==> src/logic/rv_config.svh <==
`ifndef RV_CONFIG_SVH
`define RV_CONFIG_SVH

// Datapath width.
`define XLEN 32

// Memory sizes in 32-bit words.
`define IMEM_DEPTH 256
`define DMEM_DEPTH 256

// First fetch address out of reset.
`define RESET_PC 32'h0000_0000

`endif

==> src/logic/rv_pkg.sv <==
`include "rv_config.svh"

package rv_pkg;

    typedef enum logic [6:0] {
        OP_LUI    = 7'b0110111,
        OP_AUIPC  = 7'b0010111,
        OP_JAL    = 7'b1101111,
        OP_JALR   = 7'b1100111,
        OP_BRANCH = 7'b1100011,
        OP_LOAD   = 7'b0000011,
        OP_STORE  = 7'b0100011,
        OP_IMM    = 7'b0010011,
        OP_REG    = 7'b0110011
    } opcode_t;

    typedef enum logic [3:0] {
        ALU_ADD,
        ALU_SUB,
        ALU_AND,
        ALU_OR,
        ALU_XOR,
        ALU_SLL,
        ALU_SRL,
        ALU_SRA,
        ALU_SLT,
        ALU_SLTU,
        ALU_PASS_B
    } alu_op_t;

    typedef enum logic [1:0] {
        RES_ALU = 2'd0,
        RES_MEM = 2'd1,
        RES_PC4 = 2'd2
    } result_src_t;

    // Operand source for the E stage.
    typedef enum logic [1:0] {
        FWD_REG   = 2'd0,
        FWD_M_ALU = 2'd1,
        FWD_M_WB  = 2'd2
    } fwd_sel_t;

    typedef struct packed {
        logic             valid;
        logic [`XLEN-1:0] pc;
        logic [31:0]      instr;
    } fd_bundle_t;

    typedef struct packed {
        logic             valid;
        logic             reg_write;
        result_src_t      result_src;
        logic             mem_write;
        logic             jump;
        logic             branch;
        logic             jalr;
        alu_op_t          alu_ctrl;
        logic             alu_src;
        logic [2:0]       funct3;
        logic             rs1_used;
        logic             rs2_used;
        logic [`XLEN-1:0] rd1;
        logic [`XLEN-1:0] rd2;
        logic [`XLEN-1:0] pc;
        logic [`XLEN-1:0] pc_plus4;
        logic [`XLEN-1:0] imm_ext;
        logic [4:0]       rd;
        logic [4:0]       rs1;
        logic [4:0]       rs2;
    } de_bundle_t;

    typedef struct packed {
        logic             valid;
        logic             reg_write;
        result_src_t      result_src;
        logic [4:0]       rd;
        logic [`XLEN-1:0] alu_result;
        logic [`XLEN-1:0] pc_plus4;
    } em_bundle_t;

    typedef struct packed {
        logic             valid;
        logic [4:0]       rd;
        logic [`XLEN-1:0] data;
    } wb_t;

endpackage

==> src/logic/hazard_unit.sv <==
`timescale 1ns/1ps

module hazard_unit (
    input  rv_pkg::fd_bundle_t fd,
    input  rv_pkg::de_bundle_t de_e,
    input  rv_pkg::em_bundle_t em,
    output rv_pkg::fwd_sel_t   fwd_a,
    output rv_pkg::fwd_sel_t   fwd_b,
    output logic               load_stall
);
    import rv_pkg::*;

    logic [6:0] d_opcode;
    logic [4:0] d_rs1;
    logic [4:0] d_rs2;
    logic       d_rs1_used;
    logic       d_rs2_used;
    logic       e_is_load;

    function automatic fwd_sel_t fwd_pick(input logic used, input logic [4:0] rs,
                                          input em_bundle_t m);
        if (!used || !m.valid || !m.reg_write || m.rd == 5'd0 || m.rd != rs) begin
            return FWD_REG;
        end
        // ALU results skip the writeback mux.
        return (m.result_src == RES_ALU) ? FWD_M_ALU : FWD_M_WB;
    endfunction

    assign fwd_a = fwd_pick(de_e.rs1_used, de_e.rs1, em);
    assign fwd_b = fwd_pick(de_e.rs2_used, de_e.rs2, em);

    assign d_opcode   = fd.instr[6:0];
    assign d_rs1      = fd.instr[19:15];
    assign d_rs2      = fd.instr[24:20];
    assign d_rs1_used = fd.valid && !(d_opcode inside {OP_LUI, OP_AUIPC, OP_JAL});
    assign d_rs2_used = fd.valid && (d_opcode inside {OP_BRANCH, OP_STORE, OP_REG});

    assign e_is_load  = de_e.valid && de_e.reg_write && de_e.result_src == RES_MEM &&
                        de_e.rd != 5'd0;
    assign load_stall = e_is_load && ((d_rs1_used && d_rs1 == de_e.rd) ||
                                      (d_rs2_used && d_rs2 == de_e.rd));

endmodule

==> config.mk <==
export PLATFORM = sky130hd
export DESIGN_NAME = hazard_unit
export DESIGN_NICKNAME = d
export VERILOG_FILES = /design/src/logic/rv_pkg.sv /design/src/logic/hazard_unit.sv
export VERILOG_INCLUDE_DIRS = /design/src /design/src/logic
export SDC_FILE = /design/constraint.sdc
export NUM_CORES = 1
export LEC_CHECK = 0
export BUFFER_PORTS_ARGS = -buffer_cell sky130_fd_sc_hd__buf_4
export CORE_AREA = 2 2 130 132
export DETAILED_ROUTE_END_ITERATION = 8
export DIE_AREA = 0 0 132 134
export PLACE_DENSITY = 0.3
export SLEW_MARGIN = 0
export SYNTH_ARGS = -nofsm -noshare
export SYNTH_HDL_FRONTEND = slang
export SYNTH_SLANG_ARGS = --single-unit
==> constraint.sdc <==
create_clock -name vclk -period 2.4
set_clock_uncertainty 0.2 [all_clocks]
set_input_delay 0.24 -clock vclk [all_inputs]
set_output_delay 0.24 -clock vclk [all_outputs]
set_load 0.1 [all_outputs]
==> metrics <==
status completed; main area contributors after synthesis xnor2_1, xor2_1, nor3_1; Hold Crit Class in -> out; share of the synthesized area in the top cell type 35.64%; Synth area leader xnor2_1; largest net degree at the start of global routing 4; maximum capacitance violations 0; final hold violations 0; antenna cells 0; first-pass GRT wire length 3374 um; clkbuf count 0; crit start category primary input; Finished Layout Cells 322; Ys Warns 0; gr usage total 2.494%; hold path depth 3; combinational power share 100.0%; Avg Cell Area, Syn 7.022 um^2; max-slew violation count 0; fin area 1036 um^2; # DRC 0; NumNets Final 435; Seq. cell area 0 um^2; Cell Rows 47; DR WL/cell 7.441 um; PD cells 118.9 nW/um^2; pre-CTS setup slack 0.3014 ns; hold_buf cts 0; post-synth cell types 16; Switching Share 38.85%; setup_tns 0 ns; post-CTS sizing 0; share of post-route cells with drive strength above 1 57.84%; Slew HR 79.92%; critical path data arrival time 1.63 ns; buffers added on ports 53; Syn Nets 380; Crit Path Max Fanout 3; Initial Util 2.112%; Layout area overhead 201.1%; Tcrit/Tclk final 86.24%; drt via density 1.764; RSZ-0062 raised after global routing no; dominant cell by count in the synthesized netlist xnor2_1; register area share after synthesis 0%; Die Y 134 um; measured slew at the worst slew-check pin 0.2991 ns; FMAX 0.4832 GHz; Post-synth top cells xnor2_1, xor2_1, nor3_1; number of global-route vias before repair 608; CP required 1.96 ns; crit end category output port; Post-Syn Area 344.1 um^2; DRT Wirelength 2396 um; leakage power 0.3541 nW; fin worst setup slack 0.3303 ns; io pins 336; peak supply drop 0.02534 mV; Flop pwr share 0%; grt total ovfl 0; Syn Inst Count 49; Worst Setup Path Type in -> out; placeable core region 16290 um^2; Placed Cells 322; Clock power frac 0%; initial drt markers 6; sequential cell count 0; Final setup viols 0; 1st-pass router iterations 4; DRT antenna net count 0; antenna violations before repair 1; Final min period 2.070 ns; Die Footprint 17690 um^2; switching pwr 0.00004785 W; width of the die 132 um; Via Count 568; Setup Buffers After CTS 0; GPL Wtd Cong 0.6228; internal power 0.00007531 W; Cell Area, Placed 1036 um^2; fillcell total 1957
power groups by stage:
stage	clock, W	sequential (W)	combinational (W)
final	0	0	0.000123
after global routing	0	0	0.000136
after CTS	0	0	0.000127
after detailed placement	0	0	0.000127
after global placement	0	0	0.000126
after floorplan	0	0	0.0000385
worst paths after layout:
kind / slack [ns] / start / to
setup / recovery: 0.33 / em[65] / fwd_a[0]
hold / removal: 0.64 / em[70] / fwd_b[0]
cells by family after synthesis:
family / share of synthesized area [%]
AND/OR/NAND/NOR: 36.36
XOR/XNOR: 50.91
AO/OA/AOI/OAI: 12.73
layer usage:
| layer | part of all wire (%) | vias to the layer above | global-route usage (%) | wire length (um) |
|---|---|---|---|---|
| met4 | 0 | 2 | 0 | 0 |
| met1 | 42 | 249 | 3.142 | 998 |
| met2 | 48 | 27 | 4.427 | 1153 |
| met5 | 0.50 | - | 0 | 12 |
| li1 | - | 288 | - | - |
| met3 | 9.6 | 2 | 0.7937 | 231 |
worst max-delay path: stages:
cell	delay (ns)
buf_4	0.13
xnor2_1	0.28
nand4_1	0.16
or3_1	0.38
nor3_2	0.12
buf_4	0.31
stage by stage:
| stage | utilization (%) | power (W) | hold WS, ns |
|---|---|---|---|
| after floorplan | - | 0.00003846 | 0.4638 |
| after global placement | 6.360 | 0.0001264 | 0.6378 |
| after detailed placement | 6.360 | 0.0001270 | 0.6432 |
| after CTS | 6.360 | 0.0001271 | 0.6427 |
| after global routing | 6.360 | 0.0001358 | 0.6564 |
| final | 6.360 | 0.0001232 | 0.6417 |
cell type report:
| class | instances | area (um^2) | share of cell area (%) |
|---|---|---|---|
| tap | 220 | 275.3 | 26.57 |
| timing repair buffer | 53 | 397.9 | 38.41 |
| multi-input combinational | 49 | 362.8 | 35.02 |
placed cells by master (no fill, tap or decap), types with 2 or more instances in the layout:
master	synthesis	routed
nor2_1	4	2
nor3_1	5	3
or4_1	2	2
nor2_2	0	2
nand4_1	3	3
nor3_2	0	2
or3_1	2	2
xor2_1	6	6
xnor2_1	14	14
buf_4	0	53
nand2_1	4	4
Note: power is estimated with default switching activity, not from simulation.
