### src/logic/rv_config.svh
`ifndef RV_CONFIG_SVH
`define RV_CONFIG_SVH

// Datapath width.
`define XLEN 32

// Memory sizes in 32-bit words.
`define IMEM_DEPTH 256
`define DMEM_DEPTH 256

// First fetch address out of reset.
`define RESET_PC 32'h0000_0000

`endif

### src/logic/rv_pkg.sv
`include "rv_config.svh"

package rv_pkg;

    typedef enum logic [6:0] {
        OP_LUI    = 7'b0110111,
        OP_AUIPC  = 7'b0010111,
        OP_JAL    = 7'b1101111,
        OP_JALR   = 7'b1100111,
        OP_BRANCH = 7'b1100011,
        OP_LOAD   = 7'b0000011,
        OP_STORE  = 7'b0100011,
        OP_IMM    = 7'b0010011,
        OP_REG    = 7'b0110011
    } opcode_t;

    typedef enum logic [3:0] {
        ALU_ADD,
        ALU_SUB,
        ALU_AND,
        ALU_OR,
        ALU_XOR,
        ALU_SLL,
        ALU_SRL,
        ALU_SRA,
        ALU_SLT,
        ALU_SLTU,
        ALU_PASS_B
    } alu_op_t;

    typedef enum logic [1:0] {
        RES_ALU = 2'd0,
        RES_MEM = 2'd1,
        RES_PC4 = 2'd2
    } result_src_t;

    // Operand source for the E stage.
    typedef enum logic [1:0] {
        FWD_REG   = 2'd0,
        FWD_M_ALU = 2'd1,
        FWD_M_WB  = 2'd2
    } fwd_sel_t;

    typedef struct packed {
        logic             valid;
        logic [`XLEN-1:0] pc;
        logic [31:0]      instr;
    } fd_bundle_t;

    typedef struct packed {
        logic             valid;
        logic             reg_write;
        result_src_t      result_src;
        logic             mem_write;
        logic             jump;
        logic             branch;
        logic             jalr;
        alu_op_t          alu_ctrl;
        logic             alu_src;
        logic [2:0]       funct3;
        logic             rs1_used;
        logic             rs2_used;
        logic [`XLEN-1:0] rd1;
        logic [`XLEN-1:0] rd2;
        logic [`XLEN-1:0] pc;
        logic [`XLEN-1:0] pc_plus4;
        logic [`XLEN-1:0] imm_ext;
        logic [4:0]       rd;
        logic [4:0]       rs1;
        logic [4:0]       rs2;
    } de_bundle_t;

    typedef struct packed {
        logic             valid;
        logic             reg_write;
        result_src_t      result_src;
        logic [4:0]       rd;
        logic [`XLEN-1:0] alu_result;
        logic [`XLEN-1:0] pc_plus4;
    } em_bundle_t;

    typedef struct packed {
        logic             valid;
        logic [4:0]       rd;
        logic [`XLEN-1:0] data;
    } wb_t;

endpackage

### src/logic/de_reg.sv
`timescale 1ns/1ps

module de_reg (
    input  logic               clk,
    input  logic               rst,
    input  logic               stall,
    input  logic               flush,
    input  rv_pkg::de_bundle_t de_d,
    output rv_pkg::de_bundle_t de_e
);

    // A flush discards the D instruction, a stall leaves it in D.
    // Either way E gets an all-zero bubble.
    always_ff @(posedge clk or posedge rst) begin
        if (rst) begin
            de_e <= '0;
        end else if (flush) begin
            de_e <= '0;
        end else if (stall) begin
            de_e <= '0;
        end else begin
            de_e <= de_d;
        end
    end

endmodule

### config.mk
export PLATFORM = sky130hd
export DESIGN_NAME = de_reg
export DESIGN_NICKNAME = d
export VERILOG_FILES = /design/src/logic/rv_pkg.sv /design/src/logic/de_reg.sv
export VERILOG_INCLUDE_DIRS = /design/src /design/src/logic
export SDC_FILE = /design/constraint.sdc
export NUM_CORES = 1
export LEC_CHECK = 0
export BUFFER_PORTS_ARGS = -buffer_cell sky130_fd_sc_hd__buf_2
export CAP_MARGIN = 5
export CORE_AREA = 2 2 149 151
export DETAILED_ROUTE_END_ITERATION = 6
export DIE_AREA = 0 0 151 153
export PLACE_DENSITY = 0.75
export SYNTH_ARGS = -nofsm -noshare
export SYNTH_HDL_FRONTEND = slang
export SYNTH_SLANG_ARGS = --single-unit
export TNS_END_PERCENT = 10
### constraint.sdc
create_clock -name clk -period 6.36 [get_ports clk]
set_input_delay 0.636 -clock clk [delete_from_list [all_inputs] [get_ports clk]]
set_output_delay 0.636 -clock clk [all_outputs]
set_load 0.05 [all_outputs]
==> impl_metrics.yaml, run 1 <==
clock_network:
  cts.path.max_buffers: 2
  clock_tree.htree_level_count: 4
  path_clk_slew_ns: 0.07
  cts.repair.resized: 0
  cts_root_buf: "sky130_fd_sc_hd__clkbuf_16"
  cts_tree: "yes"
  post_cts_buffers: 0
  cts-hold-fix-buffers: 0
  tritoncts_num_sinks: 193
  cts_bufs_inserted: 17
yosys:
  synth-seq-area-share_pct: 63.8
  synth.yosys.warnings: 0
  synth_compound_gate_area_share_pct: 0
  syn-instance-count: 429
  synth.avg_cell_area_sq_um: 17.6
  synth_mux_area_share_pct: 0
  synth_seq_cells: 193
  synth-adder-area-share_pct: 0
  yosys.area_share.xor_xnor_pct: 0
  syn-cell-area_sq_um: 7570
  synth.lib_cells_used.distinct: 8
  synthesis.nets: 626
  dominant_combinational_cell_family_by_area_after_synthesis: "simple AND/OR/NAND/NOR gates"
  synth-simple-area-share_pct: 30.4
setup_path:
  critPathLaunch: "flush"
  cp.buffers_inverters: 2
  cp-endpoint: "de_e[20]"
  worst_ep_arrival_time_ns: 2.47
  timing.critical_path.required_ns: 6.61
  worst_path_largest_cell_delay_ns: 0.86
  cp_num_cells: 3
  cp-start-kind: "input pin"
  library_cell_contributing_the_largest_single_delay_on_the_critical_path: "sky130_fd_sc_hd__buf_4"
  end_kind: "register"
  crit_type: "in -> reg"
  timing.critical_path.max_delay_family: "buffers and inverters"
  cp_cell_sequence: "buf_8 > buf_4 > nor3b_1"
  critical_path_peak_fanout: 110
worst_hold_path:
  min-delay-path-class: "in -> async"
timing:
  final_max_slew_viol_count: 0
  timing.fmax_mhz: 451
  worst_slew_pin_slew_ns: 0.996
  setup-tns-final_ns: 0
  final_min_period_over_clock_period_pct: 34.9
  final-hold-violation-count: 0
  max-slew-margin-rel_pct: 33.6
  setup_violations: 0
  fin_crit_ns: 2.22
  setup_repair_after_global_routing_missed_its_margin: "no"
final_layout:
  multi_input_area_sq_um: 2300
  largest_registers: "de_e (193)"
  largest_register_ff_count: 193
  final_net_count: 996
  area_delta_synth_final_pct: 33.0
  registers.top_by_ff_count: "de_e"
  fillerInstances: 1933
  seq_area_sq_um: 4830
  stdcell_area_sq_um: 10100
  drive_above_1_share_pct: 73.4
routing:
  routed_wire_length_per_instance_microns: 16.6
  num_vias: 4797
  detail_route.vias_per_cell: 4.39
  drt_first_pass_iters: 4
  antenna_left: 0
  drc_errors: 0
  drt_wl_total_mm: 18.2
  initialDrtViolationCount: 220
placement:
  dpl-instance-area_sq_um: 9500
  weighted_congestion_reported_at_the_end_of_routability_driven_placement: 0.761
  place.detailed.hpwl_mm: 12.5
  port_buffers: 389
power:
  power-per-cell-area_nw_per_um2: 272
  power.share.clock_pct: 37.5
  power.share.combinational_pct: 15.6
  leakagePower_nw: 5.24
  intPower_w: 0.00193
  vdd_drop_max_uv: 157
  p_sw_w: 0.000811
  power.share.sequential_pct: 46.9
  switching_share_pct: 29.6
floorplanning:
  placement_rows: 54
  ios: 390
  dieArea_sq_um: 23100
  fp.dieH_microns: 153
  design.core.area_sq_um: 21500
  fp.dieW_microns: 151
  start_util_pct: 35.2
global_route:
  total_routing_resource_utilization_after_global_routing_pct: 15.4
  grt.overflow.total: 0
  grt_start_max_net_pins: 128
  first_global_vias: 5079
  first_pass_grt_wire_length_mm: 27.3
  grt_antenna_before_repair: 2
run_status:
  status: "finished, final reports clean"
flow_run:
  max_cap_violations: 0
[cells in the final DEF (no fill, tap or decap)]
master,instances
sky130_fd_sc_hd__buf_8,2
sky130_fd_sc_hd__clkbuf_8,1
sky130_fd_sc_hd__nor3b_1,23
sky130_fd_sc_hd__buf_12,1
sky130_fd_sc_hd__buf_4,3
sky130_fd_sc_hd__clkinv_8,1
sky130_fd_sc_hd__clkbuf_16,17
sky130_fd_sc_hd__inv_6,3
sky130_fd_sc_hd__nor3b_2,170
sky130_fd_sc_hd__dfrtp_1,193
sky130_fd_sc_hd__diode_2,1
sky130_fd_sc_hd__clkinv_4,4
sky130_fd_sc_hd__inv_8,4
sky130_fd_sc_hd__buf_2,387
sky130_fd_sc_hd__clkinvlp_4,1
sky130_fd_sc_hd__clkinv_2,1
[power by group through the flow]
stage / clock (W) / combinational (W) / sequential, W
after floorplan: 0 / 0.000145 / 0.00148
after global routing: 0.00111 / 0.000453 / 0.00129
after global placement: 0 / 0.000428 / 0.00131
after CTS: 0.00106 / 0.000434 / 0.00128
final: 0.00103 / 0.000427 / 0.00128
after detailed placement: 0 / 0.000432 / 0.00131
[per-stage QoR]
stage / setup WS, ns / hold slack (ns) / std cells / util, % / power [W]
4_1_cts: 4.17 / 0.435 / 1091 / 46.8 / 0.00278
3_3_place_gp: 3.78 / 0.879 / 1060 / 44.2 / 0.00174
2_1_floorplan: 0.468 / 0.797 / 429 / - / 0.00163
6_report: 4.14 / 0.370 / 1092 / 46.8 / 0.00274
3_5_place_dp: 3.73 / 0.885 / 1060 / 44.2 / 0.00174
5_1_grt: 4.04 / 0.437 / 1092 / 46.8 / 0.00285
[Yosys cell counts]
cell type | number | share of area [%]
sky130_fd_sc_hd__inv_1 | 1 | 0.050
sky130_fd_sc_hd__nor3b_1 | 23 | 2.3
sky130_fd_sc_hd__buf_1 | 1 | 0.050
sky130_fd_sc_hd__nor3b_2 | 170 | 28
sky130_fd_sc_hd__buf_6 | 36 | 5.4
sky130_fd_sc_hd__buf_4 | 2 | 0.20
sky130_fd_sc_hd__dfrtp_1 | 193 | 64
sky130_fd_sc_hd__clkbuf_1 | 3 | 0.15
[per-layer routing]
layer | share of wire (%) | wire length [microns] | vias to the layer above | global-route usage (%)
met2 | 51 | 9290 | 233 | 26.3
met4 | 1.6 | 293 | 2 | 4.98
met1 | 38 | 6980 | 2352 | 18.2
met5 | 0.072 | 13 | - | 0
met3 | 8.7 | 1580 | 17 | 5.10
li1 | - | - | 2193 | -
[final cells by class]
class                      instances  area share (%)
sequential                       193            48.0
multi-input combinational        193            22.8
timing repair buffer             393            20.0
clock buffer                      18            4.36
tap                              280            3.48
clock inverter                    13            1.23
inverter                           1           0.112
antenna                            1          0.0249
[how the worst min path moves through the flow]
stage               slack [ns]         to  depth (start not counted)
global route              0.44   de_e[72]                          2
CTS                       0.44   de_e[72]                          2
detailed placement        0.88  de_e[186]                          2
finish                    0.37   de_e[72]                          2
floorplan                 0.80    de_e[0]                          1
global placement          0.88   de_e[72]                          2
[kinds of logic after synthesis]
family,after synthesis
buffers and inverters,43
and+or+nand+nor,193
DFF,193
No activity file was read; power rests on OpenSTA's default activity.
==> run 2: changes to the inputs <==
CORE_AREA = 2 2 152 154   (was 2 2 149 151)
DIE_AREA = 0 0 154 156   (was 0 0 151 153)
clock period = 1.9 ns   (was 6.36 ns; I/O delays follow)
==> run 2 against run 1 <==
Against the previous run:
- count of clock-buffer cells in the layout is the same
- non-clock buffer count is 97 higher
- cell area up 10%
- via count grew 7.3%
- routed wire length rose by 8.0%
- flip-flop and latch count stayed put
- largest cell class unchanged
- largest power group unchanged
==> impl_metrics.yaml, run 2 (synthesized netlist as in run 1, its figures left out) <==
floorplanning:
  placement_rows: 55
  ios: 390
  design.core.area_sq_um: 22400
  start_util_pct: 33.8
  fp.dieW_microns: 154
  fp.dieH_microns: 156
  dieArea_sq_um: 24000
clock_network:
  cts_bufs_inserted: 17
  clock_tree.htree_level_count: 4
  cts.path.max_buffers: 2
  cts.repair.resized: 0
  tritoncts_num_sinks: 193
  path_clk_slew_ns: 0.07
  cts_tree: "yes"
  cts_root_buf: "sky130_fd_sc_hd__clkbuf_16"
  post_cts_buffers: 0
routing:
  routed_wire_length_per_instance_microns: 16.4
  initialDrtViolationCount: 210
  detail_route.vias_per_cell: 4.31
  drt_wl_total_mm: 19.6
  num_vias: 5149
  antenna_left: 0
  drt_first_pass_iters: 4
  drc_errors: 0
setup_path:
  cp-start-kind: "register"
  worst_path_largest_cell_delay_ns: 0.38
  timing.critical_path.required_ns: 1.71
  crit_type: "reg -> out"
  library_cell_contributing_the_largest_single_delay_on_the_critical_path: "sky130_fd_sc_hd__dfrtp_1"
  timing.critical_path.max_delay_family: "flip-flops"
  worst_ep_arrival_time_ns: 1.07
  cp_cell_sequence: "buf_2"
  end_kind: "primary output"
  cp.buffers_inverters: 1
  critical_path_peak_fanout: 1
timing:
  final_min_period_over_clock_period_pct: 66.4
  final-hold-violation-count: 0
  setup_repair_after_global_routing_missed_its_margin: "no"
  fin_crit_ns: 1.26
  max-slew-margin-rel_pct: 62.0
  fin_worst_hold_slack_ns: 0.0203
  timing.fmax_mhz: 793
  final_max_slew_viol_count: 0
  worst_slew_pin_slew_ns: 0.571
  setup_violations: 0
  setup-tns-final_ns: 0
final_layout:
  largest_register_ff_count: 193
  area_delta_synth_final_pct: 46.9
  registers.top_by_ff_count: "de_e"
  largest_registers: "de_e (193)"
  layout_commonest_cell: "sky130_fd_sc_hd__buf_2"
  most-common-layout-cells: "387 x sky130_fd_sc_hd__buf_2, 193 x sky130_fd_sc_hd__dfrtp_1, 170 x sky130_fd_sc_hd__nor3b_2"
  final_net_count: 1093
  drive_above_1_share_pct: 68.4
power:
  leakagePower_nw: 5.71
  power.share.clock_pct: 36.6
  power.share.combinational_pct: 17.5
  power.share.sequential_pct: 46.0
  intPower_w: 0.00660
  power-per-cell-area_nw_per_um2: 840
  vdd_drop_max_uv: 562
  p_sw_w: 0.00274
  switching_share_pct: 29.4
placement:
  port_buffers: 389
  weighted_congestion_reported_at_the_end_of_routability_driven_placement: 0.770
  place.detailed.hpwl_mm: 13.4
flow_run:
  max_cap_violations: 0
global_route:
  first_global_vias: 5670
  grt_start_max_net_pins: 91
  total_routing_resource_utilization_after_global_routing_pct: 16.0
  grt_antenna_before_repair: 1
  grt.overflow.total: 0
  first_pass_grt_wire_length_mm: 29.8
worst_hold_path:
  min_path_cells: 2
  min-delay-path-class: "in -> reg"
  min_from: "de_d[130]"
  endpoint_of_the_worst_hold_timing_path: "de_e[130]"
run_status:
  status: "finished, final reports clean"
==> run 2: changes by cell type in the layout (fill, tap and decap cells not counted) <==
cell / delta
sky130_fd_sc_hd__buf_12: +12
sky130_fd_sc_hd__dlygate4sd3_1: +71
sky130_fd_sc_hd__clkinv_8: -1
sky130_fd_sc_hd__clkinv_4: +1
sky130_fd_sc_hd__inv_6: -1
sky130_fd_sc_hd__clkinvlp_4: +1
sky130_fd_sc_hd__buf_4: +14
==> run 2: power by group through the flow <==
stage	Sequential [W]	Clock, W	Combinational [W]
finish	0.00430	0.00342	0.00163
global route	0.00431	0.00372	0.00172
CTS	0.00430	0.00355	0.00163
detailed placement	0.00438	0	0.00152
global placement	0.00438	0	0.00151
floorplan	0.00495	0	0.000487
==> run 2: stage by stage <==
stage / setup slack, ns / instances / power, W / util (%) / instance area, sq um
6_report: 0.639 / 1194 / 0.00935 / 49.7 / 11100
5_1_grt: 0.588 / 1193 / 0.00976 / 49.7 / 11100
4_1_cts: 0.601 / 1188 / 0.00948 / 49.5 / 11100
3_5_place_dp: 0.747 / 1091 / 0.00590 / 44.0 / 9850
3_3_place_gp: 0.764 / 1091 / 0.00588 / 44.0 / 9850
2_1_floorplan: -0.780 / 429 / 0.00544 / - / 7570
==> run 2: what timing repair did <==
action	CTS	global route
hold buffers	66	5
hold endpoints to repair	185	5
endpoints found under the setup margin	0	0
==> run 2: worst max-delay path by stage <==
stage | startpoint | end | slack, ns | depth (start not counted)
after floorplan | rst | de_e[0] | -0.78 | 1
after global placement | stall | de_e[4] | 0.76 | 3
after detailed placement | stall | de_e[8] | 0.75 | 3
after CTS | de_e[123] | de_e[123] | 0.60 | 1
after global routing | de_e[75] | de_e[75] | 0.59 | 1
final | de_e[123] | de_e[123] | 0.64 | 1
==> run 2: cell type report <==
| type | count | area, sq um |
|---|---|---|
| Fill cell | 1924 | 11200 |
| Sequential cell | 193 | 4830 |
| Timing Repair Buffer | 490 | 3070 |
| Multi-Input combinational cell | 193 | 2300 |
| Clock buffer | 18 | 439 |
| Tap cell | 285 | 357 |
| Clock inverter | 13 | 119 |
| Inverter | 1 | 7.51 |
| Antenna cell | 1 | 2.50 |
==> run 2: per-layer routing <==
layer  GRT usage [%]  vias to the layer above  wire length, microns
li1                -                     2395                     -
met1            17.6                     2495                  7280
met2            28.3                      235                 10300
met3            6.17                       24                  1650
met4            5.96                        0                   417
met5               0                        -                     0
